--- src/rtl/ppu_settings.svh ---
`ifndef PPU_SETTINGS_SVH
`define PPU_SETTINGS_SVH

// 640x480 raster counts
`define H_VISIBLE 640
`define H_TOTAL 800
`define H_SYNC_START 656
`define H_SYNC_END 752
`define V_VISIBLE 480
`define V_TOTAL 525
`define V_SYNC_START 490
`define V_SYNC_END 492

// doubled 256 pixel image width on screen
`define BG_WIDTH 512

// video address map
`define PATTERN_END 14'h1FFF
`define NAMETABLE_START 14'h2000
`define PALETTE_START 14'h3F00
`define ATTR_OFFSET 14'h03C0

// 8 KiB of pattern data plus two 1 KiB nametables
`define VMEM_WORDS 10240

`endif

--- src/rtl/ppu_pkg.sv ---
`default_nettype none

package ppu_pkg;

	// register offsets inside the cpu window
	typedef enum logic [2:0] {
		CTRL = 3'd0,
		MASK = 3'd1,
		STATUS = 3'd2,
		OAM_ADDR = 3'd3,
		OAM_DATA = 3'd4,
		SCROLL = 3'd5,
		ADDR = 3'd6,
		DATA = 3'd7
	} reg_sel_e;

	typedef struct packed {
		logic valid;
		logic wren;
		reg_sel_e sel;
		logic [7:0] wdata;
	} cpu_bus_req_t;

	typedef struct packed {
		logic valid;
		logic wren;
		logic [13:0] addr;
		logic [7:0] wdata;
	} vmem_req_t;

	// one step per 4 columns of a tile
	typedef enum logic [1:0] {
		NT = 2'd0,
		AT = 2'd1,
		PAT_LO = 2'd2,
		PAT_HI = 2'd3
	} fetch_phase_e;

	// bit 7 down to bit 0
	typedef struct packed {
		logic nmi_enable;
		logic [1:0] unused_6_5;
		logic bg_pattern_sel;
		logic unused_3;
		logic inc32;
		logic [1:0] unused_1_0;
	} ppu_ctrl_t;

	typedef struct packed {
		logic [9:0] draw_x;
		logic [9:0] draw_y;
		logic hblank;
		logic vblank;
		logic in_vblank_frame;
	} raster_t;

	typedef struct packed {
		logic [3:0] r;
		logic [3:0] g;
		logic [3:0] b;
	} rgb_t;

endpackage

`default_nettype wire

--- src/rtl/ppu_regs.sv ---
`default_nettype none

`include "ppu_settings.svh"

module ppu_regs (
	input logic reset,
	input logic vga_clk,
	input ppu_pkg::cpu_bus_req_t bus_req,
	output logic ready,
	output logic [7:0] dout,
	input logic vblank,
	output ppu_pkg::ppu_ctrl_t ctrl,
	output logic show_bg,
	output ppu_pkg::vmem_req_t cpu_mem_req,
	input logic cpu_mem_grant,
	input logic [7:0] cpu_mem_rdata,
	output logic pal_wren,
	output logic [4:0] pal_index,
	output logic [7:0] pal_wdata,
	input logic [7:0] pal_rdata
);

	typedef enum logic [1:0] {IDLE, WAIT_GRANT, WAIT_DATA} state_e;

	state_e state;
	logic [7:0] mask_q;
	logic addr_latch;
	logic [13:0] vaddr;
	logic [13:0] vaddr_step;
	logic new_access;
	logic to_palette;

	// ready high marks the last cycle of the current request
	assign new_access = (state == IDLE) && bus_req.valid && !ready;
	assign to_palette = (vaddr >= `PALETTE_START);
	assign vaddr_step = ctrl.inc32 ? 14'd32 : 14'd1;
	assign show_bg = mask_q[3];

	always_comb begin
		cpu_mem_req.valid = (state == WAIT_GRANT);
		cpu_mem_req.wren = bus_req.wren;
		cpu_mem_req.addr = vaddr;
		cpu_mem_req.wdata = bus_req.wdata;
	end

	// palette writes finish in the accepting cycle
	assign pal_wren = new_access && bus_req.wren && (bus_req.sel == ppu_pkg::DATA) && to_palette;
	assign pal_index = vaddr[4:0];
	assign pal_wdata = bus_req.wdata;

	always_ff @(posedge vga_clk) begin
		if (reset) begin
			state <= IDLE;
			ready <= 1'b0;
			ctrl <= '0;
			mask_q <= 8'h00;
			addr_latch <= 1'b0;
			vaddr <= 14'h0000;
		end else begin
			ready <= 1'b0;
			case (state)
				IDLE: begin
					if (new_access) begin
						if (bus_req.sel == ppu_pkg::DATA && !to_palette) begin
							state <= WAIT_GRANT;
						end else begin
							ready <= 1'b1;
							dout <= 8'h00;
							case (bus_req.sel)
								ppu_pkg::CTRL: begin
									if (bus_req.wren) begin
										ctrl <= ppu_pkg::ppu_ctrl_t'(bus_req.wdata);
									end
								end
								ppu_pkg::MASK: begin
									if (bus_req.wren) begin
										mask_q <= bus_req.wdata;
									end
								end
								ppu_pkg::STATUS: begin
									if (!bus_req.wren) begin
										dout <= {vblank, 7'b0000000};
										addr_latch <= 1'b0;
									end
								end
								ppu_pkg::ADDR: begin
									if (bus_req.wren) begin
										// high byte first, then low byte
										if (!addr_latch) begin
											vaddr[13:8] <= bus_req.wdata[5:0];
										end else begin
											vaddr[7:0] <= bus_req.wdata;
										end
										addr_latch <= !addr_latch;
									end
								end
								ppu_pkg::DATA: begin
									if (!bus_req.wren) begin
										dout <= pal_rdata;
									end
									vaddr <= vaddr + vaddr_step;
								end
								default: begin
									// oam and scroll offsets do nothing here
								end
							endcase
						end
					end
				end
				WAIT_GRANT: begin
					if (cpu_mem_grant) begin
						if (bus_req.wren) begin
							ready <= 1'b1;
							vaddr <= vaddr + vaddr_step;
							state <= IDLE;
						end else begin
							state <= WAIT_DATA;
						end
					end
				end
				WAIT_DATA: begin
					dout <= cpu_mem_rdata;
					ready <= 1'b1;
					vaddr <= vaddr + vaddr_step;
					state <= IDLE;
				end
				default: state <= IDLE;
			endcase
		end
	end

endmodule

`default_nettype wire

--- config.mk ---
export PLATFORM = sky130hd
export DESIGN_NAME = ppu_regs
export DESIGN_NICKNAME = d
export VERILOG_FILES = /design/src/rtl/ppu_pkg.sv /design/src/rtl/ppu_regs.sv
export VERILOG_INCLUDE_DIRS = /design/src /design/src/rtl
export SDC_FILE = /design/constraint.sdc
export NUM_CORES = 1
export LEC_CHECK = 0
export BUFFER_PORTS_ARGS = -buffer_cell sky130_fd_sc_hd__buf_2
export CAP_MARGIN = 15
export CORE_MARGIN = 8
export CORE_UTILIZATION = 43
export CTS_CLUSTER_DIAMETER = 50
export DETAILED_ROUTE_END_ITERATION = 8
export PLACE_DENSITY = 0.72
export REMOVE_ABC_BUFFERS = 1
export SYNTH_ARGS = -nofsm -noshare
export SYNTH_HDL_FRONTEND = slang
export SYNTH_SLANG_ARGS = --single-unit
--- constraint.sdc ---
create_clock -name vga_clk -period 2.54 [get_ports vga_clk]
set_input_delay 0.635 -clock vga_clk [delete_from_list [all_inputs] [get_ports vga_clk]]
set_output_delay 0.635 -clock vga_clk [all_outputs]
set_load 0.02 [all_outputs]
==> impl_results.md, run 1 <==
* Status: complete, no violations
* Fmax at 429 MHz
* # IOs at 89
* FP Rows at 26
* Crit path max fanout at 7
* Die area at 7710 µm²
* Most frequent cells in the layout: 88 x buf_2, 27 x dfxtp_1, 26 x nand2_1, 22 x nor2_1, 18 x a21oi_1
* Tightest Hold Check Type: reg -> reg
* # diodes at 0
* Slew Viols, Final at 0
* Worst Setup End Kind: primary output
* CTS tree: yes
* Initial DRC Count at 92
* Core ar. at 5040 µm²
* Ys Warns at 0
* Power Dens Cells at 653 nW/µm²
* Avg Synthesized Cell Area at 8.49 µm²
* Pleak at 0.00111 µW
* Die H at 87.8 µm
* Slowest-stage cell, CP: dfxtp_1
* Cts bufs inserted at 5
* DRC violations left at 0
* First-pass GRT wire length at 9880 µm
* Clock Pin Slew Worst Setup and Hold Paths at 0.07 ns
* Clk_lat worst skew at 0.29 ns
* CP Class: reg -> out
* CTS max path bufs at 2
* CTS resizes at 0
* Number of flops mapped to enable cells by yosys at 8
* Drt first pass iters at 4
* # Post-CTS Setup Buffers at 0
* Worst path required time at 1.90 ns
* Largest net degree at the start of global routing at 31
* Cells along the critical path: inv_1 -> ha_1 -> nand4b_2 -> nor4_1 -> buf_2
* Rel. slew slack at 0.502
* Distinct cell type count after synthesis at 46
* Vias per cell at 5.46
* Vias in the first global route at 2169
* Min Clock Period, post-route at 2.33 ns
* Crit path largest cell delay at 0.35 ns
* Crit start category: flop
* Via Count at 2163
* Starting Density at 0.440
* Drt wl/cell at 15.4 µm
* Worst slew pin tran at 0.742 ns
* Share of cells above drive strength 1 at 0.319
* Grt ovf at 0
* Post-Syn Instances at 261
* Max IR drop VDD at 369 µV
* Setup TNS at 0 ns
* Syn Std Cell Area at 2220 µm²
* Final hold slack at 0.456 ns
* Final Hold Vio Count at 0
* FFs w/ async S/R, synth at 0
* Min setup slack post-route at 0.208 ns
* MaxCap Viol Count at 0
* Synth Register Bits at 35
* Hold-fix buffers, CTS at 0
* RSZ-0062 raised after global routing: false
* DRT Wirelength at 6100 µm
* WP buf/inv at 2
* CTS root buffer: clkbuf_8
* GP Congestion at 0.866
* Tcrit/Tclk final at 0.918
* Top_reg_cell synth: dfxtp_1
* Chip width at 87.8 µm
* Hpwl dp at 4650 µm
* CP delay by family, top: simple AND/OR/NAND/NOR gates
* Placed inst area at 2550 µm²
* Post-route ant nets at 0
* Post-synthesis sequential area ratio at 0.352
* Final Skew at 0.00613 ns
* Total GRT Usage at 0.160
* Worst endpoint data arrival time at 1.70 ns
* Syn-to-layout area delta at 18.6%
* Clock Sinks at 35
* Final Instance Area at 2630 µm²
* Final core utilization at 0.522
* Post-Place Setup Slack at 0.411 ns
* Initial antenna violation count at 0
* Number of I/O port buffers at 88
* Layout net count at 366
* CTS H-tree depth at 2
* Count of final setup violators at 0
* Most common cell after layout, fill and taps aside: buf_2
==> through the flow <==
stage | std cells | power [µW]
2_1_floorplan | 225 | 1080
3_3_place_gp | 388 | 1320
3_5_place_dp | 388 | 1330
4_1_cts | 396 | 1730
5_1_grt | 396 | 1830
6_report | 396 | 1720
==> synth_stat cells, types with 2 or more instances <==
master	instances	share of area
nor2b_1	2	0.0056
clkbuf_1	6	0.010
edfxtp_1	8	0.11
mux2i_1	9	0.041
inv_1	7	0.012
ha_1	8	0.045
nor3_1	8	0.018
a21oi_1	18	0.041
a311oi_1	2	0.0079
or3_1	2	0.0056
o21bai_1	2	0.0068
nand2b_1	2	0.0056
nor2_1	22	0.037
nand4b_1	3	0.012
nand3_1	10	0.023
a31oi_1	5	0.014
buf_2	5	0.011
o21ai_1	11	0.025
a21o_1	3	0.010
a32o_1	4	0.018
or2_0	3	0.0085
o31ai_1	3	0.010
o21ai_0	5	0.011
nand4_1	4	0.011
a22o_1	7	0.028
dfxtp_1	27	0.24
nor3b_1	2	0.0068
nor4b_1	2	0.0079
a22oi_1	4	0.014
nand2_1	26	0.044
buf_4	24	0.081
o311ai_1	3	0.012
==> power by group <==
| group | switching [µW] | internal (µW) | total, µW |
|---|---|---|---|
| Sequential | 61.0 | 623 | 684 |
| Clock | 202 | 195 | 397 |
| Combinational | 412 | 224 | 636 |
| Total | 675 | 1040 | 1720 |
==> per-layer routing <==
metal  part of all wire  up-vias  wire, µm  global-route usage
li1                   -     1071         -                   -
met2               0.42      117      2550               0.239
met4              0.015        0        89              0.0609
met1               0.47      967      2860               0.207
met5                  0        -         0                   0
met3              0.098        8       597              0.0535
==> flip-flops by register name, summed over array words and instances (netlist names) <==
name        flops
addr_latch      1
ctrl            8
dout            8
mask_q          1
ready           1
state           2
vaddr          14
==> worst reg2reg max path: stages, from the launching register on <==
cell	delay (ns)
dfxtp_1	0.39
inv_1	0.10
ha_1	0.31
a221oi_2	0.35
o21a_1	0.30
nand2_1	0.14
o31ai_1	0.26
==> cell type report <==
class                      count  area (µm²)
timing repair buffer          93         478
sequential                    35         781
multi-input combinational    183        1180
inverter                       7        26.3
tap                           70        87.6
fill                         474        2410
clock buffer                   8        80.1
==> final timing paths <==
check	depth (start not counted)	slack (ns)	startpoint	endpoint
setup / recovery	5	0.21	state[0]	pal_wren
hold / removal	2	0.46	mask_q[3]	mask_q[3]
setup reg to reg	6	0.60	state[0]	vaddr[6]
hold reg to reg	2	0.46	mask_q[3]	mask_q[3]
==> kinds of logic after synthesis <==
logic type	synth area share
compound gates	0.235
fa+ha+maj	0.0451
buf+inv	0.120
flops	0.352
mux	0.0406
simple gates	0.207
Power figures use the tool's default switching activity.
==> inputs of run 2 (changes only) <==
--- a/config.mk
+++ b/config.mk
@@ -10,6 +10,7 @@
 export CAP_MARGIN = 15
 export CORE_MARGIN = 8
 export CORE_UTILIZATION = 43
+export CTS_BUF_LIST = sky130_fd_sc_hd__clkbuf_2
 export CTS_CLUSTER_DIAMETER = 50
 export DETAILED_ROUTE_END_ITERATION = 8
 export PLACE_DENSITY = 0.72
==> impl_results.md, run 2 (synthesized netlist as in run 1, its figures left out) <==
* Status: complete, no violations
* Slew Viols, Final at 0 (unchanged)
* CTS tree: yes
* First-pass GRT wire length at 9870 µm (about the same)
* Syn-to-layout area delta at 16.9%
* Stages on worst setup path at 5 (unchanged)
* Slowest-stage cell, CP: dfxtp_1
* CP delay by family, top: flip-flops
* CTS root buffer: clkbuf_2
* Met2 Track Usage GR at 0.244 (+0.00410)
* Cells along the critical path: inv_1 -> ha_2 -> nand4b_2 -> nor4_1 -> buf_2
* Share of cells above drive strength 1 at 0.331 (+0.0123)
* Tcrit/Tclk final at 0.924 (+0.00613)
* Global Route met3 Usage at 0.0488 (-0.00469)
* RR Endpoint: vaddr[10]
* CP startpoint: state[0]
* Starting Density at 0.440 (unchanged)
* DRT Wirelength at 6060 µm (-0.59%)
* Grt ovf at 0 (unchanged)
* Worst endpoint data arrival time at 1.71 ns (about the same)
* Crit path max fanout at 7 (unchanged)
* Reg2Reg Setup Slack at 0.63 ns (+0.03 ns)
* CTS max path bufs at 2 (unchanged)
* Final Hold Vio Count at 0 (unchanged)
* Switch share at 0.414 (+0.0204)
* Setup crit end: pal_wren
* Largest net degree at the start of global routing at 31 (unchanged)
* Core ar. at 5040 µm² (unchanged)
* Post-route ant nets at 0 (unchanged)
* CTS resizes at 0 (unchanged)
* Worst slew pin tran at 0.725 ns (-0.0172 ns)
* WP buf/inv at 2 (unchanged)
* # Post-CTS Setup Buffers at 0 (unchanged)
* DRC violations left at 0 (unchanged)
* Drt first pass iters at 5 (+1)
* GRT Max-Usage Layer: met2
* Cts bufs inserted at 5 (unchanged)
* Setup TNS at 0 ns (unchanged)
* Drt wl/cell at 15.3 µm (-0.59%)
* Fmax at 426 MHz (-0.66%)
* Met1 Resource Use GR at 0.208 (+0.00110)
* Crit start category: flop
* Worst Setup End Kind: primary output
* Min Clock Period, post-route at 2.35 ns (+0.0156 ns)
* Clock power share at 0.167 (-0.064)
* Die H at 87.8 µm (unchanged)
* # diodes at 0 (unchanged)
* Most common cell after layout, fill and taps aside: buf_2
* Biggest register: vaddr
* Rel. slew slack at 0.513 (+0.0115)
* Number of cells in the finished layout apart from fillers at 396 (unchanged)
* Vias in the first global route at 2151 (-0.83%)
* Fillers at 479 (+1.1%)
* Reg2Reg Depth at 8 (+2)
* GP Congestion at 0.866 (unchanged)
* MaxCap Viol Count at 0 (unchanged)
* Via Count at 2190 (+1.2%)
* Post-Place Cells at 388 (unchanged)
* CP Class: reg -> out
* Combinational Power Share at 0.403 (+0.033)
* Count of final setup violators at 0 (unchanged)
* Hold-fix buffers, CTS at 0 (unchanged)
* Clk_lat worst skew at 0.38 ns (+0.09 ns)
* Power Dens Cells at 613 nW/µm² (-6.1%)
* Initial DRC Count at 101 (+9.8%)
* Most frequent cells in the layout: 88 x buf_2, 27 x dfxtp_1, 26 x nand2_1, 22 x nor2_1, 18 x a21oi_1
* Crit path largest cell delay at 0.38 ns (+0.03 ns)
* Clock Pin Slew Worst Setup and Hold Paths at 0.19 ns (+0.12 ns)
* Total GRT Usage at 0.159 (-0.00137)
* Regs by FF count: vaddr x14, ctrl x8, dout x8
* Initial antenna violation count at 0 (unchanged)
* FP Rows at 26 (unchanged)
* RSZ-0062 raised after global routing: false
* Final core utilization at 0.514 (-0.00744)
* Pleak at 0.00110 µW (-0.65%)
* Clock Sinks at 35 (unchanged)
* Number of I/O port buffers at 88 (unchanged)
* Worst path required time at 1.90 ns (about the same)
* P_sw at 657 µW (-2.7%)
* Chip width at 87.8 µm (unchanged)
* Max reg flops at 14 (unchanged)
* Pint at 932 µW (-11%)
* Hold Startpoint: mask_q[3]
* CTS H-tree depth at 2 (unchanged)
* # IOs at 89 (unchanged)
* Tightest Hold Check Type: reg -> reg
* Vias per cell at 5.53 (+1.2%)
* Max IR drop VDD at 367 µV (-0.50%)
* Die area at 7710 µm² (unchanged)
* Seq pwr share at 0.430 (+0.032)
* Final Skew at 0.0205 ns (+0.0144 ns)
* Reg2reg start: ctrl[2]
* Layout net count at 366 (unchanged)
* Hpwl dp at 4650 µm (unchanged)
-- run 2: stage by stage --
step	worst slack, ns	total power [µW]	area (µm²)	hold slack (ns)
after floorplan	0.00625	1080	1980	0.472
after global placement	0.434	1320	2550	0.442
after detailed placement	0.411	1330	2550	0.451
after CTS	0.0812	1600	2590	0.474
after global routing	0.0604	1700	2590	0.493
final	0.192	1590	2590	0.466
-- run 2: worst min-delay path by stage --
stage	to	slack [ns]	depth (start not counted)
floorplan	state[0]	0.47	2
global placement	mask_q[3]	0.44	2
detailed placement	mask_q[3]	0.45	2
CTS	mask_q[3]	0.47	2
global route	dout[1]	0.49	2
finish	mask_q[3]	0.47	2
-- run 2: final cells by class --
class,count,area (µm²),share of cell area
Tap cell,70,87.6,0.0338
Timing Repair Buffer,93,478,0.184
Clock buffer,8,40.0,0.0154
Multi-Input combinational cell,183,1180,0.455
Sequential cell,35,781,0.301
Inverter,7,26.3,0.0101
-- run 2: worst min-delay path, cell delays in order, from the launching register on --
cell and delay, ns:
dfxtp_1 0.35, nand2_1 0.05, a21oi_1 0.05
-- run 2: metal layers --
layer	share of wire	up-vias	wire [µm]
li1	-	1071	-
met3	0.10	4	624
met5	0	-	0
met2	0.43	114	2580
met1	0.46	1001	2820
met4	0.0068	0	41
-- run 2: power groups by stage --
stage	registers [µW]	clock network [µW]	logic, µW
final	684	265	640
after global routing	693	307	703
after CTS	682	281	640
after detailed placement	693	0	639
after global placement	693	0	628
after floorplan	754	0	330
==> inputs of run 3 (changes only) <==
--- a/config.mk
+++ b/config.mk
@@ -9,11 +9,11 @@
 export BUFFER_PORTS_ARGS = -buffer_cell sky130_fd_sc_hd__buf_2
 export CAP_MARGIN = 15
 export CORE_MARGIN = 8
-export CORE_UTILIZATION = 43
+export CORE_UTILIZATION = 30
 export CTS_BUF_LIST = sky130_fd_sc_hd__clkbuf_2
 export CTS_CLUSTER_DIAMETER = 50
 export DETAILED_ROUTE_END_ITERATION = 8
-export PLACE_DENSITY = 0.72
+export MAX_ROUTING_LAYER = met4
 export REMOVE_ABC_BUFFERS = 1
 export SYNTH_ARGS = -nofsm -noshare
 export SYNTH_HDL_FRONTEND = slang
==> impl_results.md, run 3 (synthesized netlist as in run 1, its figures left out) <==
* Crit path largest cell delay at 0.39 ns (about the same)
* Number of I/O port buffers at 88 (unchanged)
* Share of cells above drive strength 1 at 0.328 (-0.00307)
* Hold Path Sink: mask_q[3]
* Clock Sinks at 35 (unchanged)
* Status: complete, no violations
* Final core utilization at 0.366 (-0.148)
* Post-route ant nets at 0 (unchanged)
* Starting Density at 0.307 (-0.132)
* Drt wl/cell at 15.3 µm (+0.21%)
* Reg2Reg Depth at 7 (-1)
* Max reg flops at 14 (unchanged)
* Chip width at 102 µm (+16%)
* RSZ-0062 raised after global routing: false
* Core ar. at 7210 µm² (+43%)
* Clk_lat worst skew at 0.38 ns (about the same)
* Count of final setup violators at 0 (unchanged)
* Biggest register: vaddr
* Worst Hold Depth at 2 (unchanged)
* Regs by FF count: vaddr x14, ctrl x8, dout x8
* Pleak at 0.00111 µW (+0.25%)
* Worst endpoint data arrival time at 1.74 ns (+0.03 ns)
* Final hold slack at 0.468 ns (+0.00211 ns)
* Power Dens Cells at 610 nW/µm² (-0.49%)
* CTS tree: yes
* Final Skew at 0.0147 ns (-0.00580 ns)
* Vias per cell at 5.15 (-6.9%)
* Final Power at 1610 µW (+1.4%)
* # Post-CTS Setup Buffers at 0 (unchanged)
* Die area at 10400 µm² (+35%)
* Final Hold Vio Count at 0 (unchanged)
* Initial antenna violation count at 0 (unchanged)
* DRC violations left at 0 (unchanged)
* Die H at 102 µm (+16%)
* Reg2reg start: vaddr[0]
* # IOs at 89 (unchanged)
* Clock Pin Slew Worst Setup and Hold Paths at 0.19 ns (about the same)
* Min Clock Period, post-route at 2.38 ns (+0.0272 ns)
* Hold Startpoint: mask_q[3]
* Rel. slew slack at 0.473 (-0.0406)
* Slowest-stage cell, CP: dfxtp_1
* Fmax at 421 MHz (-1.1%)
* First-pass GRT wire length at 10500 µm (+6.1%)
* Grt ovf at 0 (unchanged)
* Initial DRC Count at 95 (-5.9%)
* Reg2Reg Setup Slack at 0.54 ns (-0.09 ns)
* Layout net count at 366 (unchanged)
* Most common cell after layout, fill and taps aside: buf_2
* Slew Viols, Final at 0 (unchanged)
* MaxCap Viol Count at 0 (unchanged)
* Setup TNS at 0 ns (unchanged)
* Worst path required time at 1.90 ns (about the same)
* Cells along the critical path: inv_1 -> ha_2 -> nand4b_2 -> nor4_1 -> buf_2
* Worst Setup End Kind: primary output
* CTS max path bufs at 2 (unchanged)
* CP Class: reg -> out
* Crit start category: flop
* Tightest Hold Check Type: reg -> reg
* Tcrit/Tclk final at 0.935 (+0.0107)
* FP Rows at 31 (+19%)
* Drt first pass iters at 4 (-1)
* Via Count at 2194 (+0.18%)
* Max IR drop VDD at 294 µV (-20%)
* CTS H-tree depth at 2 (unchanged)
* DRT Wirelength at 6530 µm (+7.8%)
* Crit path max fanout at 7 (unchanged)
* Most frequent cells in the layout: 88 x buf_2, 27 x dfxtp_1, 26 x nand2_1, 22 x nor2_1, 18 x a21oi_1
* Worst slew pin tran at 0.785 ns (+0.0605 ns)
* Vias in the first global route at 2215 (+3.0%)
* Cts bufs inserted at 5 (unchanged)
* Hpwl dp at 4950 µm (+6.4%)
* Syn-to-layout area delta at 19.2%
* GP Congestion at 0.824 (-4.9%)
* Total GRT Usage at 0.129 (-0.0296)
* RR Endpoint: vaddr[10]
* Largest net degree at the start of global routing at 31 (unchanged)
* CTS root buffer: clkbuf_2
[run 3: cell count changes in the layout (fill, tap and decap cells not counted)]
cell / delta
buf_4: -1
buf_12: +1
diode_2: +1
clkinv_2: +1
clkinv_1: +1
clkbuf_2: -2
[run 3: worst max-delay path, delay by kind of cell (launching register included)]
family	cells	cell delay, ns
fa+ha+maj	1	0.28
buf+inv	2	0.32
flops	1	0.39
simple gates	2	0.36
[run 3: final cells by class]
cell class / count / area [µm²]
clock buffer: 6 / 30.0
sequential: 35 / 781
tap: 99 / 124
clock inverter: 2 / 8.76
inverter: 7 / 26.3
multi-input combinational: 183 / 1180
timing repair buffer: 93 / 490
fill: 774 / 4570
antenna: 1 / 2.50
[run 3: power breakdown]
group,internal (µW),switching [µW]
Clock,67.8,199
Combinational,241,420
Sequential,623,60.5
Total,932,680
[run 3: metal layers]
metal,global-route usage,wire [µm]
met3,0.0334,565
met4,0.0451,98
met2,0.194,2760
met5,-,0
met1,0.163,3110
[run 3: repair_timing]
action / in CTS / in global routing
setup endpoints to repair: 0 / 1
gates resized for setup: 0 / 1
hold buffers: 0 / 0
endpoints found under the hold margin: 0 / 0
[run 3: worst max-delay path by stage]
stage,startpoint,end,slack (ns),cells past startpoint
2_1_floorplan,state[0],vaddr[10],0.006,6
3_3_place_gp,bus_req[10],pal_wren,0.41,4
3_5_place_dp,bus_req[10],vaddr[2],0.37,6
4_1_cts,state[0],pal_wren,0.03,5
5_1_grt,state[0],pal_wren,0.0004,5
6_report,state[0],pal_wren,0.16,5
[run 3: metrics by stage]
stage,cell area [µm²],setup slack [ns],cells
3_3_place_gp,2600,0.413,417
4_1_cts,2640,0.0257,425
2_1_floorplan,1980,0.00625,225
5_1_grt,2640,0.000446,425
6_report,2640,0.165,426
3_5_place_dp,2600,0.372,417
