**src/rtl/ppu_settings.svh**
```systemverilog
`ifndef PPU_SETTINGS_SVH
`define PPU_SETTINGS_SVH

// 640x480 raster counts
`define H_VISIBLE 640
`define H_TOTAL 800
`define H_SYNC_START 656
`define H_SYNC_END 752
`define V_VISIBLE 480
`define V_TOTAL 525
`define V_SYNC_START 490
`define V_SYNC_END 492

// doubled 256 pixel image width on screen
`define BG_WIDTH 512

// video address map
`define PATTERN_END 14'h1FFF
`define NAMETABLE_START 14'h2000
`define PALETTE_START 14'h3F00
`define ATTR_OFFSET 14'h03C0

// 8 KiB of pattern data plus two 1 KiB nametables
`define VMEM_WORDS 10240

`endif

```
**src/rtl/ppu_pkg.sv**
```systemverilog
`default_nettype none

package ppu_pkg;

	// register offsets inside the cpu window
	typedef enum logic [2:0] {
		CTRL = 3'd0,
		MASK = 3'd1,
		STATUS = 3'd2,
		OAM_ADDR = 3'd3,
		OAM_DATA = 3'd4,
		SCROLL = 3'd5,
		ADDR = 3'd6,
		DATA = 3'd7
	} reg_sel_e;

	typedef struct packed {
		logic valid;
		logic wren;
		reg_sel_e sel;
		logic [7:0] wdata;
	} cpu_bus_req_t;

	typedef struct packed {
		logic valid;
		logic wren;
		logic [13:0] addr;
		logic [7:0] wdata;
	} vmem_req_t;

	// one step per 4 columns of a tile
	typedef enum logic [1:0] {
		NT = 2'd0,
		AT = 2'd1,
		PAT_LO = 2'd2,
		PAT_HI = 2'd3
	} fetch_phase_e;

	// bit 7 down to bit 0
	typedef struct packed {
		logic nmi_enable;
		logic [1:0] unused_6_5;
		logic bg_pattern_sel;
		logic unused_3;
		logic inc32;
		logic [1:0] unused_1_0;
	} ppu_ctrl_t;

	typedef struct packed {
		logic [9:0] draw_x;
		logic [9:0] draw_y;
		logic hblank;
		logic vblank;
		logic in_vblank_frame;
	} raster_t;

	typedef struct packed {
		logic [3:0] r;
		logic [3:0] g;
		logic [3:0] b;
	} rgb_t;

endpackage

`default_nettype wire

```
**src/rtl/bg_fetch.sv**
```systemverilog
`default_nettype none

`include "ppu_settings.svh"

module bg_fetch (
	input logic reset,
	input logic vga_clk,
	input ppu_pkg::raster_t raster,
	input ppu_pkg::ppu_ctrl_t ctrl,
	output ppu_pkg::vmem_req_t fetch_mem_req,
	input logic fetch_grant,
	input logic [7:0] mem_rdata,
	output logic [3:0] pixel_index
);

	ppu_pkg::fetch_phase_e phase;
	logic prefetch;
	logic fetch_window;
	logic line_active;
	logic data_due;
	logic [9:0] fetch_y;
	logic [4:0] fetch_row;
	logic [4:0] fetch_col;
	logic [7:0] at_shifted;
	logic [7:0] nt_byte;
	logic [1:0] attr_next;
	logic [7:0] pat_lo_next;
	logic [7:0] pat_hi_next;
	logic [1:0] attr_curr;
	logic [7:0] pat_lo;
	logic [7:0] pat_hi;

	// end of line fetches tile 0 of the next line
	assign prefetch = (raster.draw_x >= `H_TOTAL - 16);
	assign fetch_window = prefetch || (raster.draw_x < `BG_WIDTH - 16);

	always_comb begin
		if (!prefetch) begin
			fetch_y = raster.draw_y;
		end else if (raster.draw_y == `V_TOTAL - 1) begin
			fetch_y = 10'd0;
		end else begin
			fetch_y = raster.draw_y + 10'd1;
		end
	end

	assign line_active = (fetch_y < `V_VISIBLE);
	assign fetch_row = fetch_y[8:4];
	assign fetch_col = prefetch ? 5'd0 : raster.draw_x[8:4] + 5'd1;
	assign phase = ppu_pkg::fetch_phase_e'(raster.draw_x[3:2]);

	always_comb begin
		fetch_mem_req.valid = fetch_window && line_active && (raster.draw_x[1:0] == 2'b00);
		fetch_mem_req.wren = 1'b0;
		fetch_mem_req.wdata = 8'h00;
		case (phase)
			ppu_pkg::NT: fetch_mem_req.addr = `NAMETABLE_START + {4'b0000, fetch_row, fetch_col};
			ppu_pkg::AT: fetch_mem_req.addr = `NAMETABLE_START + `ATTR_OFFSET
				+ {8'b00000000, fetch_row[4:2], fetch_col[4:2]};
			// pattern rows of the tile, low plane then high plane
			ppu_pkg::PAT_LO: fetch_mem_req.addr = {1'b0, ctrl.bg_pattern_sel, nt_byte, 1'b0,
				fetch_y[3:1]};
			default: fetch_mem_req.addr = {1'b0, ctrl.bg_pattern_sel, nt_byte, 1'b1, fetch_y[3:1]};
		endcase
	end

	always_ff @(posedge vga_clk) begin
		if (reset) begin
			data_due <= 1'b0;
		end else begin
			data_due <= fetch_grant;
		end
	end

	// quadrant picked by bit 1 of tile row and column
	assign at_shifted = mem_rdata >> {fetch_row[1], fetch_col[1], 1'b0};

	always_ff @(posedge vga_clk) begin
		if (data_due) begin
			case (phase)
				ppu_pkg::NT: nt_byte <= mem_rdata;
				ppu_pkg::AT: attr_next <= at_shifted[1:0];
				ppu_pkg::PAT_LO: pat_lo_next <= mem_rdata;
				default: pat_hi_next <= mem_rdata;
			endcase
		end
	end

	// each pixel lasts two columns
	always_ff @(posedge vga_clk) begin
		if (raster.draw_x[3:0] == 4'hF) begin
			pat_lo <= pat_lo_next;
			pat_hi <= pat_hi_next;
			attr_curr <= attr_next;
		end else if (raster.draw_x[0]) begin
			pat_lo <= {pat_lo[6:0], 1'b0};
			pat_hi <= {pat_hi[6:0], 1'b0};
		end
	end

	assign pixel_index = {attr_curr, pat_hi[7], pat_lo[7]};

endmodule

`default_nettype wire

```
**config.mk**
```make
export PLATFORM = sky130hd
export DESIGN_NAME = bg_fetch
export DESIGN_NICKNAME = d
export VERILOG_FILES = /design/src/rtl/ppu_pkg.sv /design/src/rtl/bg_fetch.sv
export VERILOG_INCLUDE_DIRS = /design/src /design/src/rtl
export SDC_FILE = /design/constraint.sdc
export NUM_CORES = 1
export LEC_CHECK = 0
export BUFFER_PORTS_ARGS = -buffer_cell sky130_fd_sc_hd__buf_2
export CAP_MARGIN = 20
export CORE_MARGIN = 2
export CORE_UTILIZATION = 30
export DETAILED_ROUTE_END_ITERATION = 10
export GPL_TIMING_DRIVEN = 1
export PLACE_DENSITY_LB_ADDON = 0.15
export RECOVER_POWER = 100
export SLEW_MARGIN = 5
export SYNTH_ARGS = -nofsm -noshare
export SYNTH_HDL_FRONTEND = slang
export SYNTH_SLANG_ARGS = --single-unit
```
**constraint.sdc**
```tcl
create_clock -name vga_clk -period 2.7 [get_ports vga_clk]
set_input_delay 0 -clock vga_clk [delete_from_list [all_inputs] [get_ports vga_clk]]
set_output_delay 0 -clock vga_clk [all_outputs]
set_load 0.005 [all_outputs]
```
==> results of run 1 <==
## cell families after synthesis
group	Yosys count
xor+xnor	8
buf+inv	28
compound gates	30
flops	45
simple gates	102
other cells	1
mux	2
fa+ha+maj	5
## metrics by stage
step                      utilization  instance area (µm²)  hold slack [ns]  setup slack [ns]  power (mW)
final                           0.375                 2900            0.265             0.710        1.47
after global routing            0.375                 2900            0.282             0.513        1.54
after CTS                       0.381                 2940            0.219             0.875        1.50
after detailed placement        0.354                 2730            0.159             0.688        1.00
after global placement          0.354                 2730            0.165             0.671        1.00
after floorplan                     -                 2430           0.0716             0.893       0.927
## placed cells by master (no fill, tap or decap), drive strengths merged, types with 2 or more instances in the layout
| master | instances |
|---|---|
| dlygate4sd3 | 10 |
| nand4 | 4 |
| nand3 | 4 |
| nor2b | 2 |
| and3 | 2 |
| a21o | 2 |
| or2 | 2 |
| nor3 | 5 |
| clkbuf | 25 |
| xnor2 | 5 |
| a21oi | 7 |
| nor4 | 3 |
| edfxtp | 44 |
| ha | 5 |
| or3b | 3 |
| a2bb2oi | 4 |
| clkinv | 2 |
| o21ai | 7 |
| and4 | 2 |
| nor2 | 8 |
| buf | 36 |
| conb | 9 |
| mux4 | 2 |
| a211o | 2 |
| and2 | 7 |
| nand2 | 54 |
| inv | 8 |
| xor2 | 3 |
| nor3b | 2 |
## layout make-up
type / count / area, µm² / share of cell area
Tap cell: 102 / 128 / 0.0441
Sequential cell: 45 / 1340 / 0.463
Multi-Input combinational cell: 156 / 927 / 0.320
Timing Repair Buffer: 65 / 359 / 0.124
Clock inverter: 2 / 33.8 / 0.0117
Inverter: 9 / 33.8 / 0.0117
Clock buffer: 6 / 72.6 / 0.0251
## tightest hold or removal path, cell delays in order
cell	delay (ns)
buf_2	0.07
and2_1	0.10
buf_2	0.10
## routing by layer
metal | up-vias | share of wire
met5 | - | 0
met2 | 44 | 0.44
met1 | 801 | 0.51
met3 | 4 | 0.042
li1 | 897 | -
met4 | 0 | 0.0073
## state kept, by name, summed over array words and instances, names as in the netlist
register     count
pat_hi           8
data_due         1
attr_curr        2
nt_byte          8
pat_lo           8
pat_lo_next      8
attr_next        2
pat_hi_next      8
## how the worst max path moves through the flow
stage,cells after the start,slack [ns],startpoint,endpoint
floorplan,7,0.89,raster[18],attr_next[0]
global placement,8,0.67,raster[17],attr_next[0]
detailed placement,8,0.69,raster[17],attr_next[1]
CTS,10,0.87,raster[17],fetch_mem_req[13]
global route,6,0.51,raster[16],attr_next[0]
finish,6,0.71,raster[16],attr_next[1]
## power by group
| part | switching (mW) | leakage, nW | internal (mW) | total, mW |
|---|---|---|---|---|
| logic | 0.108 | 0.662 | 0.0786 | 0.187 |
| clock network | 0.213 | 0.0528 | 0.273 | 0.486 |
| registers | 0.00599 | 0.421 | 0.796 | 0.802 |
## repair_timing
action	in CTS	in global routing
endpoints found under the hold margin	25	0
setup endpoints to repair	0	0
hold buffers	10	0
==> impl_metrics.env, run 1 <==
export IMPL_status="complete, no violations"
export IMPL_die_y_um=93.5
export IMPL_skew_ns=0.00522
export IMPL_synthAdderAreaFrac=0.0260
export IMPL_grt_max_degree=20
export IMPL_tightestPinTransition_ns=0.917
export IMPL_grt_pass1_vias=1577
export IMPL_fmax_mhz=503
export IMPL_grtUsageMet2=0.185
export IMPL_crit_path_top_delay_cell="mux4_2"
export IMPL_busiest_layer="met1"
export IMPL_critPathMaxFanout=19
export IMPL_area_delta_synth_final_pct=20.4
export IMPL_synth_ff_type="edfxtp_1"
export IMPL_synth_area_per_cell_um2=10.9
export IMPL_synth_xor_area_frac=0.0323
export IMPL_synth_top_family_by_area="simple AND/OR/NAND/NOR gates"
export IMPL_drtAntennaViolNets=0
export IMPL_crit_arrival_ns=2.02
export IMPL_antenna_found_initial=0
export IMPL_drive_gt1_frac=0.194
export IMPL_cts_setup_buffers=0
export IMPL_syn_area_um2=2400
export IMPL_vias=1746
export IMPL_htreeDepth=2
export IMPL_required_ns=2.73
export IMPL_synth_simple_area_share=0.215
export IMPL_synth_compound_area_frac=0.0858
export IMPL_numCtsBuffers=5
export IMPL_cts_root_buffer_cell="clkbuf_8"
export IMPL_rows=32
export IMPL_cts_tree="built"
export IMPL_avgViaCountPerCell=4.54
export IMPL_synth_seq_cells=45
export IMPL_cts_buffer_depth=2
export IMPL_grt_first_pass_wirelength_mm=8.38
export IMPL_ir_drop_mv=0.204
export IMPL_core_um2=7730
export IMPL_p_leak_nw=1.14
export IMPL_startpoint_type="primary input"
export IMPL_finalSetupViolations=0
export IMPL_n_antenna_cell=0
export IMPL_gr_usage_met3=0.0250
export IMPL_synth_edf_count=44
export IMPL_ff2ff_path_depth=2
export IMPL_synthTopCellsByArea="edfxtp_1 55%, nand2_1 8.4%, buf_4 3.4%"
export IMPL_critical_path_class="primary input to flip-flop"
export IMPL_drc_errors=0
export IMPL_p_per_area_nw_per_um2=509
export IMPL_rsz0062_at_grt="false"
export IMPL_cts_clk_slew_worst_paths_ns=0.08
export IMPL_hpwl_mm=3.95
export IMPL_path_delay_family="multiplexers"
export IMPL_reg2reg_from="data_due"
export IMPL_wl_mm=5.34
export IMPL_nets=329
export IMPL_post_synth_top_count_cell="nand2_1"
export IMPL_clock_sinks=45
export IMPL_place_inst=367
export IMPL_use_met1=0.191
export IMPL_yosys_top_cells_count="54 x nand2_1, 44 x edfxtp_1, 11 x buf_4"
export IMPL_num_fill_cells=803
export IMPL_dieArea_um2=8750
export IMPL_hold_violations=0
export IMPL_gp_congestion=0.799
export IMPL_slowest_delay_ns=0.55
export IMPL_hold_path_class="primary input to output pin"
export IMPL_cp_end_kind="flip-flop"
export IMPL_io_pins=70
export IMPL_fin_crit_ns=1.99
export IMPL_critPathBufInv=1
export IMPL_wire_per_inst_um=13.9
export IMPL_grt_total_usage=0.126
export IMPL_synth_mux_area_frac=0.0187
export IMPL_maxSlewViolCount=0
export IMPL_die_w_um=93.5
export IMPL_holdPathEnd="fetch_mem_req[20]"
export IMPL_worstSkewPairLatency_ns=0.29
export IMPL_cts_resized=0
export IMPL_grt_overflow=0
export IMPL_fin_tns_setup_ns=0
export IMPL_dr_pass1_iters=4
export IMPL_finalNonFillerCells=385
export IMPL_drv_cap=0
export IMPL_max_slew_margin_rel=0.389
export IMPL_path_cells="clkbuf_1 -> nor3b_1 -> a21oi_1 -> nor3_4 -> xnor2_1 -> mux4_2"
export IMPL_yosysTopAreaCellShare=0.549
export IMPL_worstHoldStart="ctrl[4]"
export IMPL_rr_endpoint="pat_lo_next[1]"
export IMPL_drtIter0Drc=89
export IMPL_r2r_setup_slack_ns=1.27
export IMPL_synth_largest_area_cell="edfxtp_1"
export IMPL_async_reset_ff_frac=0
export IMPL_hold_depth=3
export IMPL_seq_area_frac_synth=0.558
export IMPL_finalCritPeriodShare=0.737
export IMPL_portBuffers=50
export IMPL_synthCells=221
export IMPL_start_util=0.311
export IMPL_synth_cell_types=49
export IMPL_synth_warnings=0
Power figures use the tool's default switching activity.
==> run 2, diff against run 1 <==
ABC_AREA = 1   (was unset)
clock period = 1.65 ns   (was 2.7 ns; I/O delays follow)
==> run 2 against run 1 <==
  * Sequential share of layout area down 1.9 points
  * Non-clock buffer count increased by 3
  * Final area increased by 4.3%
  * Worst hold slack got worse by 0.055 ns
  * Via count is 17% higher
  * Global-route usage increased by 1.1 points
  * Largest power group unchanged
==> impl_metrics.env, run 2 <==
export IMPL_fmax_mhz=681
export IMPL_skew_ns=0.0130
export IMPL_grt_max_degree=18
export IMPL_die_w_um=95.8
export IMPL_start_util=0.309
export IMPL_status="complete, no violations"
export IMPL_path_cells="buf_2 -> inv_1 -> ha_1 -> inv_1 -> nor2_2 -> nand2_2 -> nand2_8 -> nand2_1 -> o22ai_1 -> inv_1 -> nand2_1 -> buf_2"
export IMPL_startpoint_type="primary input"
export IMPL_cp_end_kind="output pin"
export IMPL_yosysTopAreaCellShare=0.523
export IMPL_fin_tns_setup_ns=0
export IMPL_hold_violations=0
export IMPL_fin_area_um2=3020
export IMPL_clock_sinks=45
export IMPL_synth_cell_types=33
export IMPL_ir_drop_mv=0.352
export IMPL_area_delta_synth_final_pct=19.5
export IMPL_synth_edf_count=44
export IMPL_n_antenna_cell=0
export IMPL_path_delay_family="simple AND/OR/NAND/NOR gates"
export IMPL_cts_root_buffer_cell="clkbuf_8"
export IMPL_wl_mm=5.97
export IMPL_die_y_um=95.8
export IMPL_cts_setup_buffers=0
export IMPL_synth_ff_type="edfxtp_1"
export IMPL_wire_per_inst_um=12.9
export IMPL_dieArea_um2=9170
export IMPL_drc_errors=0
export IMPL_synth_top_family_by_area="simple AND/OR/NAND/NOR gates"
export IMPL_dr_pass1_iters=6
export IMPL_finalHoldWorstSlack_ns=0.210
export IMPL_synth_compound_area_frac=0.0485
export IMPL_seq_area_frac_synth=0.531
export IMPL_synthTopCellsByArea="edfxtp_1 52%, nand2_1 15%, inv_1 4.2%"
export IMPL_maxSlewViolCount=0
export IMPL_portBuffers=50
export IMPL_numCtsBuffers=5
export IMPL_final_cell_mix="104 x nand2_1, 44 x edfxtp_1, 30 x buf_2"
export IMPL_post_synth_top_count_cell="nand2_1"
export IMPL_nets=403
export IMPL_grt_total_usage=0.137
export IMPL_cts_tree="built"
export IMPL_critPathBufInv=5
export IMPL_fin_crit_ns=1.47
export IMPL_finalCritPeriodShare=0.890
export IMPL_grt_first_pass_wirelength_mm=9.43
export IMPL_grt_overflow=0
export IMPL_gp_congestion=0.793
export IMPL_worstSkewPairLatency_ns=0.30
export IMPL_num_fill_cells=902
export IMPL_antenna_found_initial=0
export IMPL_synth_warnings=0
export IMPL_path_common_cell="inv_1"
export IMPL_synth_simple_area_share=0.288
export IMPL_multiInputGateArea_um2=976
export IMPL_cts_clk_slew_worst_paths_ns=0.09
export IMPL_synthCells=289
export IMPL_io_pins=70
export IMPL_synth_xor_area_frac=0.0104
export IMPL_rows=33
export IMPL_placed_area_um2=2880
export IMPL_rsz0062_at_grt="false"
export IMPL_crit_arrival_ns=1.47
export IMPL_p_leak_nw=1.33
export IMPL_avgViaCountPerCell=4.42
export IMPL_hold_path_class="primary input to flip-flop"
export IMPL_syn_area_um2=2530
export IMPL_power_mw=2.34
export IMPL_critical_path_class="primary input to output pin"
export IMPL_cts_buffer_depth=2
export IMPL_drv_cap=0
export IMPL_finalSetupViolations=0
export IMPL_core_um2=8180
export IMPL_hpwl_mm=4.54
export IMPL_required_ns=1.65
export IMPL_tightestPinTransition_ns=0.580
export IMPL_synthAdderAreaFrac=0.0248
export IMPL_yosys_top_cells_count="104 x nand2_1, 44 x edfxtp_1, 28 x inv_1"
export IMPL_p_per_area_nw_per_um2=775
export IMPL_synth_seq_cells=45
export IMPL_grt_pass1_vias=1954
export IMPL_regArea_um2=1340
export IMPL_final_common_cell="nand2_1"
export IMPL_synth_mux_area_frac=0
export IMPL_crit_path_top_delay_cell="o22ai_1"
export IMPL_drtAntennaViolNets=0
export IMPL_drive_gt1_frac=0.148
export IMPL_htreeDepth=2
export IMPL_max_slew_margin_rel=0.614
export IMPL_slowest_delay_ns=0.25
export IMPL_critPathMaxFanout=17
export IMPL_async_reset_ff_frac=0
export IMPL_drtIter0Drc=108
export IMPL_synth_area_per_cell_um2=8.75
export IMPL_vias=2044
export IMPL_synth_largest_area_cell="edfxtp_1"
## run 2: cell count changes in the layout (fill, tap and decap cells not counted), moves of 4 or more
cell	change
buf_2	-4
nand2_1	+50
and2_1	-5
xnor2_1	-4
clkbuf_1	+7
nand3_1	+15
inv_1	+21
a2bb2oi_1	-4
nor2_1	+19
## run 2: final cells by class
cell class / count / area share
inverters: 33 / 0.0410
clock buffers: 5 / 0.0228
clock inverters: 3 / 0.00580
repair buffers: 68 / 0.120
well taps: 105 / 0.0435
flip-flops and latches: 45 / 0.444
multi-input cells: 203 / 0.323
## run 2: final timing paths
| kind | end | depth (start not counted) | start | slack [ns] |
|---|---|---|---|---|
| setup / recovery | fetch_mem_req[9] | 12 | raster[18] | 0.18 |
| hold / removal | pat_hi[7] | 2 | raster[13] | 0.21 |
| setup reg to reg | pat_lo_next[0] | 3 | data_due | 0.26 |
| hold reg to reg | attr_curr[1] | 0 | attr_next[1] | 0.46 |
## run 2: where the power goes
part           internal (mW)  switching [mW]  leakage [nW]
logic                  0.137           0.228         0.861
clock network          0.293           0.369        0.0455
registers               1.30          0.0105         0.421
total                   1.73           0.608          1.33
## run 2: layer usage
metal	track usage	share of wire
met2	0.229	0.46
met4	0.0333	0.0082
met1	0.179	0.48
met5	0	0
met3	0.0329	0.045
## run 2: cell families (layout without fill, tap and decap cells)
family	after synthesis	after routing
AO/OA/AOI/OAI	18	18
XOR/XNOR	3	3
adder cells (fa/ha/maj)	5	5
buffers and inverters	49	109
flip-flops	45	45
other	1	9
AND/OR/NAND/NOR	168	168
## run 2: repair_timing
action                                  in CTS  in global routing
endpoints found under the setup margin       0                  1
hold buffers                                10                  0
endpoints found under the hold margin       25                  0
resized for setup                            0                  1
## run 2: through the flow
stage,util,cells,setup slack [ns]
final,0.369,462,0.181
after global routing,0.369,462,0.0115
after CTS,0.375,462,0.134
after detailed placement,0.352,444,0.0685
after global placement,0.352,444,0.0950
after floorplan,-,297,0.314
==> run 3, diff against run 2 <==
CELL_PAD_IN_SITES_DETAIL_PLACEMENT = 0   (was unset)
CELL_PAD_IN_SITES_GLOBAL_PLACEMENT = 1   (was unset)
CORE_ASPECT_RATIO = 1.25   (was unset)
==> run 3 against run 2 <==
  * Largest power group unchanged
  * Non-clock buffer count up 2
  * Clock power up 3.9%
  * Largest cell class unchanged
  * Core utilization about the same
  * Critical endpoint unchanged
==> impl_metrics.env, run 3 (synthesized netlist as in run 2, its figures left out) <==
export IMPL_status="complete, no violations"
export IMPL_grt_total_usage=0.143
export IMPL_die_y_um=107
export IMPL_io_pins=70
export IMPL_rows=37
export IMPL_max_slew_margin_rel=0.356
export IMPL_grt_first_pass_wirelength_mm=10.1
export IMPL_power_frac_seq=0.554
export IMPL_hpwl_mm=4.70
export IMPL_drtAntennaViolNets=0
export IMPL_ff2ff_path_depth=3
export IMPL_critPathMaxFanout=14
export IMPL_drv_cap=0
export IMPL_crit_arrival_ns=1.43
export IMPL_dieArea_um2=9180
export IMPL_cp_end_kind="output pin"
export IMPL_switching_share=0.265
export IMPL_tightestPinTransition_ns=0.966
export IMPL_clock_sinks=45
export IMPL_internal_power_mw=1.75
export IMPL_startpoint_type="primary input"
export IMPL_n_antenna_cell=0
export IMPL_drive_gt1_frac=0.164
export IMPL_grt_overflow=0
export IMPL_p_per_area_nw_per_um2=784
export IMPL_p_comb_frac=0.156
export IMPL_nets=405
export IMPL_final_common_cell="nand2_1"
export IMPL_maxSlewViolCount=0
export IMPL_vias=2025
export IMPL_netSwitchingPower_mw=0.628
export IMPL_cts_tree="built"
export IMPL_gp_congestion=0.786
export IMPL_skew_ns=0.00921
export IMPL_ir_drop_mv=0.363
export IMPL_fin_tns_setup_ns=0
export IMPL_area_delta_synth_final_pct=19.7
export IMPL_wire_per_inst_um=13.7
export IMPL_power_mw=2.37
export IMPL_portBuffers=50
export IMPL_antenna_found_initial=0
export IMPL_worstSkewPairLatency_ns=0.30
export IMPL_grt_pass1_vias=2032
export IMPL_avgViaCountPerCell=4.44
export IMPL_required_ns=1.65
export IMPL_drtIter0Drc=78
export IMPL_core_um2=8190
export IMPL_hold_depth=4
export IMPL_htreeDepth=2
export IMPL_numCtsBuffers=5
export IMPL_critical_path_class="primary input to output pin"
export IMPL_finalCritPeriodShare=0.865
export IMPL_fmax_mhz=701
export IMPL_finalSetupViolations=0
export IMPL_place_inst=438
export IMPL_grt_max_degree=18
export IMPL_hold_path_class="primary input to output pin"
export IMPL_start_util=0.308
export IMPL_finalNonFillerCells=456
export IMPL_rsz0062_at_grt="false"
export IMPL_drc_errors=0
export IMPL_num_fill_cells=863
export IMPL_cts_buffer_depth=2
export IMPL_cts_root_buffer_cell="clkbuf_8"
export IMPL_dr_pass1_iters=4
export IMPL_cts_setup_buffers=0
export IMPL_clkPwrFrac=0.290
export IMPL_wl_mm=6.25
export IMPL_p_leak_nw=1.34
export IMPL_fin_crit_ns=1.43
export IMPL_die_w_um=86.1
export IMPL_final_cell_mix="104 x nand2_1, 44 x edfxtp_1, 32 x buf_2"
export IMPL_hold_violations=0
## run 3: per-layer routing
metal / routed length, µm / vias to the layer above / track usage / part of all wire
li1: - / 1056 / - / -
met1: 2620 / 926 / 0.162 / 0.42
met2: 3370 / 38 / 0.275 / 0.54
met3: 187 / 5 / 0.0177 / 0.030
met4: 80 / 0 / 0.0408 / 0.013
met5: 0 / - / 0 / 0
## run 3: path summary, 6_finish.rpt
path | startpoint | end | slack [ns]
max | raster[18] | fetch_mem_req[9] | 0.22
min | ctrl[4] | fetch_mem_req[20] | 0.25
max reg2reg | data_due | pat_lo_next[5] | 0.30
min reg2reg | attr_next[0] | attr_curr[0] | 0.45
## run 3: layout make-up
type	count	area (µm²)	area share
Clock inverter	3	21.3	0.00703
Tap cell	97	121	0.0401
Sequential cell	45	1340	0.443
Clock buffer	5	68.8	0.0227
Timing Repair Buffer	70	382	0.126
Inverter	33	124	0.0409
Multi-Input combinational cell	203	967	0.320
## run 3: repair_timing
item | in CTS | in global routing
endpoints found under the hold margin | 25 | 0
hold buffers | 10 | 0
resized for setup | 0 | 0
## run 3: power groups by stage
stage               Combinational, mW  Sequential (mW)  Clock (mW)
global placement                0.371             1.34           0
CTS                             0.392             1.31       0.704
floorplan                       0.226             1.34           0
detailed placement              0.370             1.34           0
global route                    0.425             1.32       0.742
finish                          0.371             1.31       0.688
## run 3: critical path, cell delays in order
cell and delay [ns]:
buf_2 0.12, inv_1 0.07, ha_1 0.14, inv_1 0.05, nor2_2 0.18, nand2_2 0.11, nand2_4 0.17, nand2_1 0.16
o22ai_1 0.19, inv_1 0.06, nand2_1 0.07, buf_2 0.11
## run 3: metrics by stage
stage / area (µm²) / hold slack (ns) / worst slack [ns] / util
finish: 3030 / 0.245 / 0.223 / 0.369
detailed placement: 2880 / 0.158 / 0.0921 / 0.352
floorplan: 2560 / 0.0712 / 0.314 / -
global placement: 2880 / 0.155 / 0.0991 / 0.352
global route: 3030 / 0.260 / 0.0301 / 0.369
CTS: 3070 / 0.199 / 0.199 / 0.375
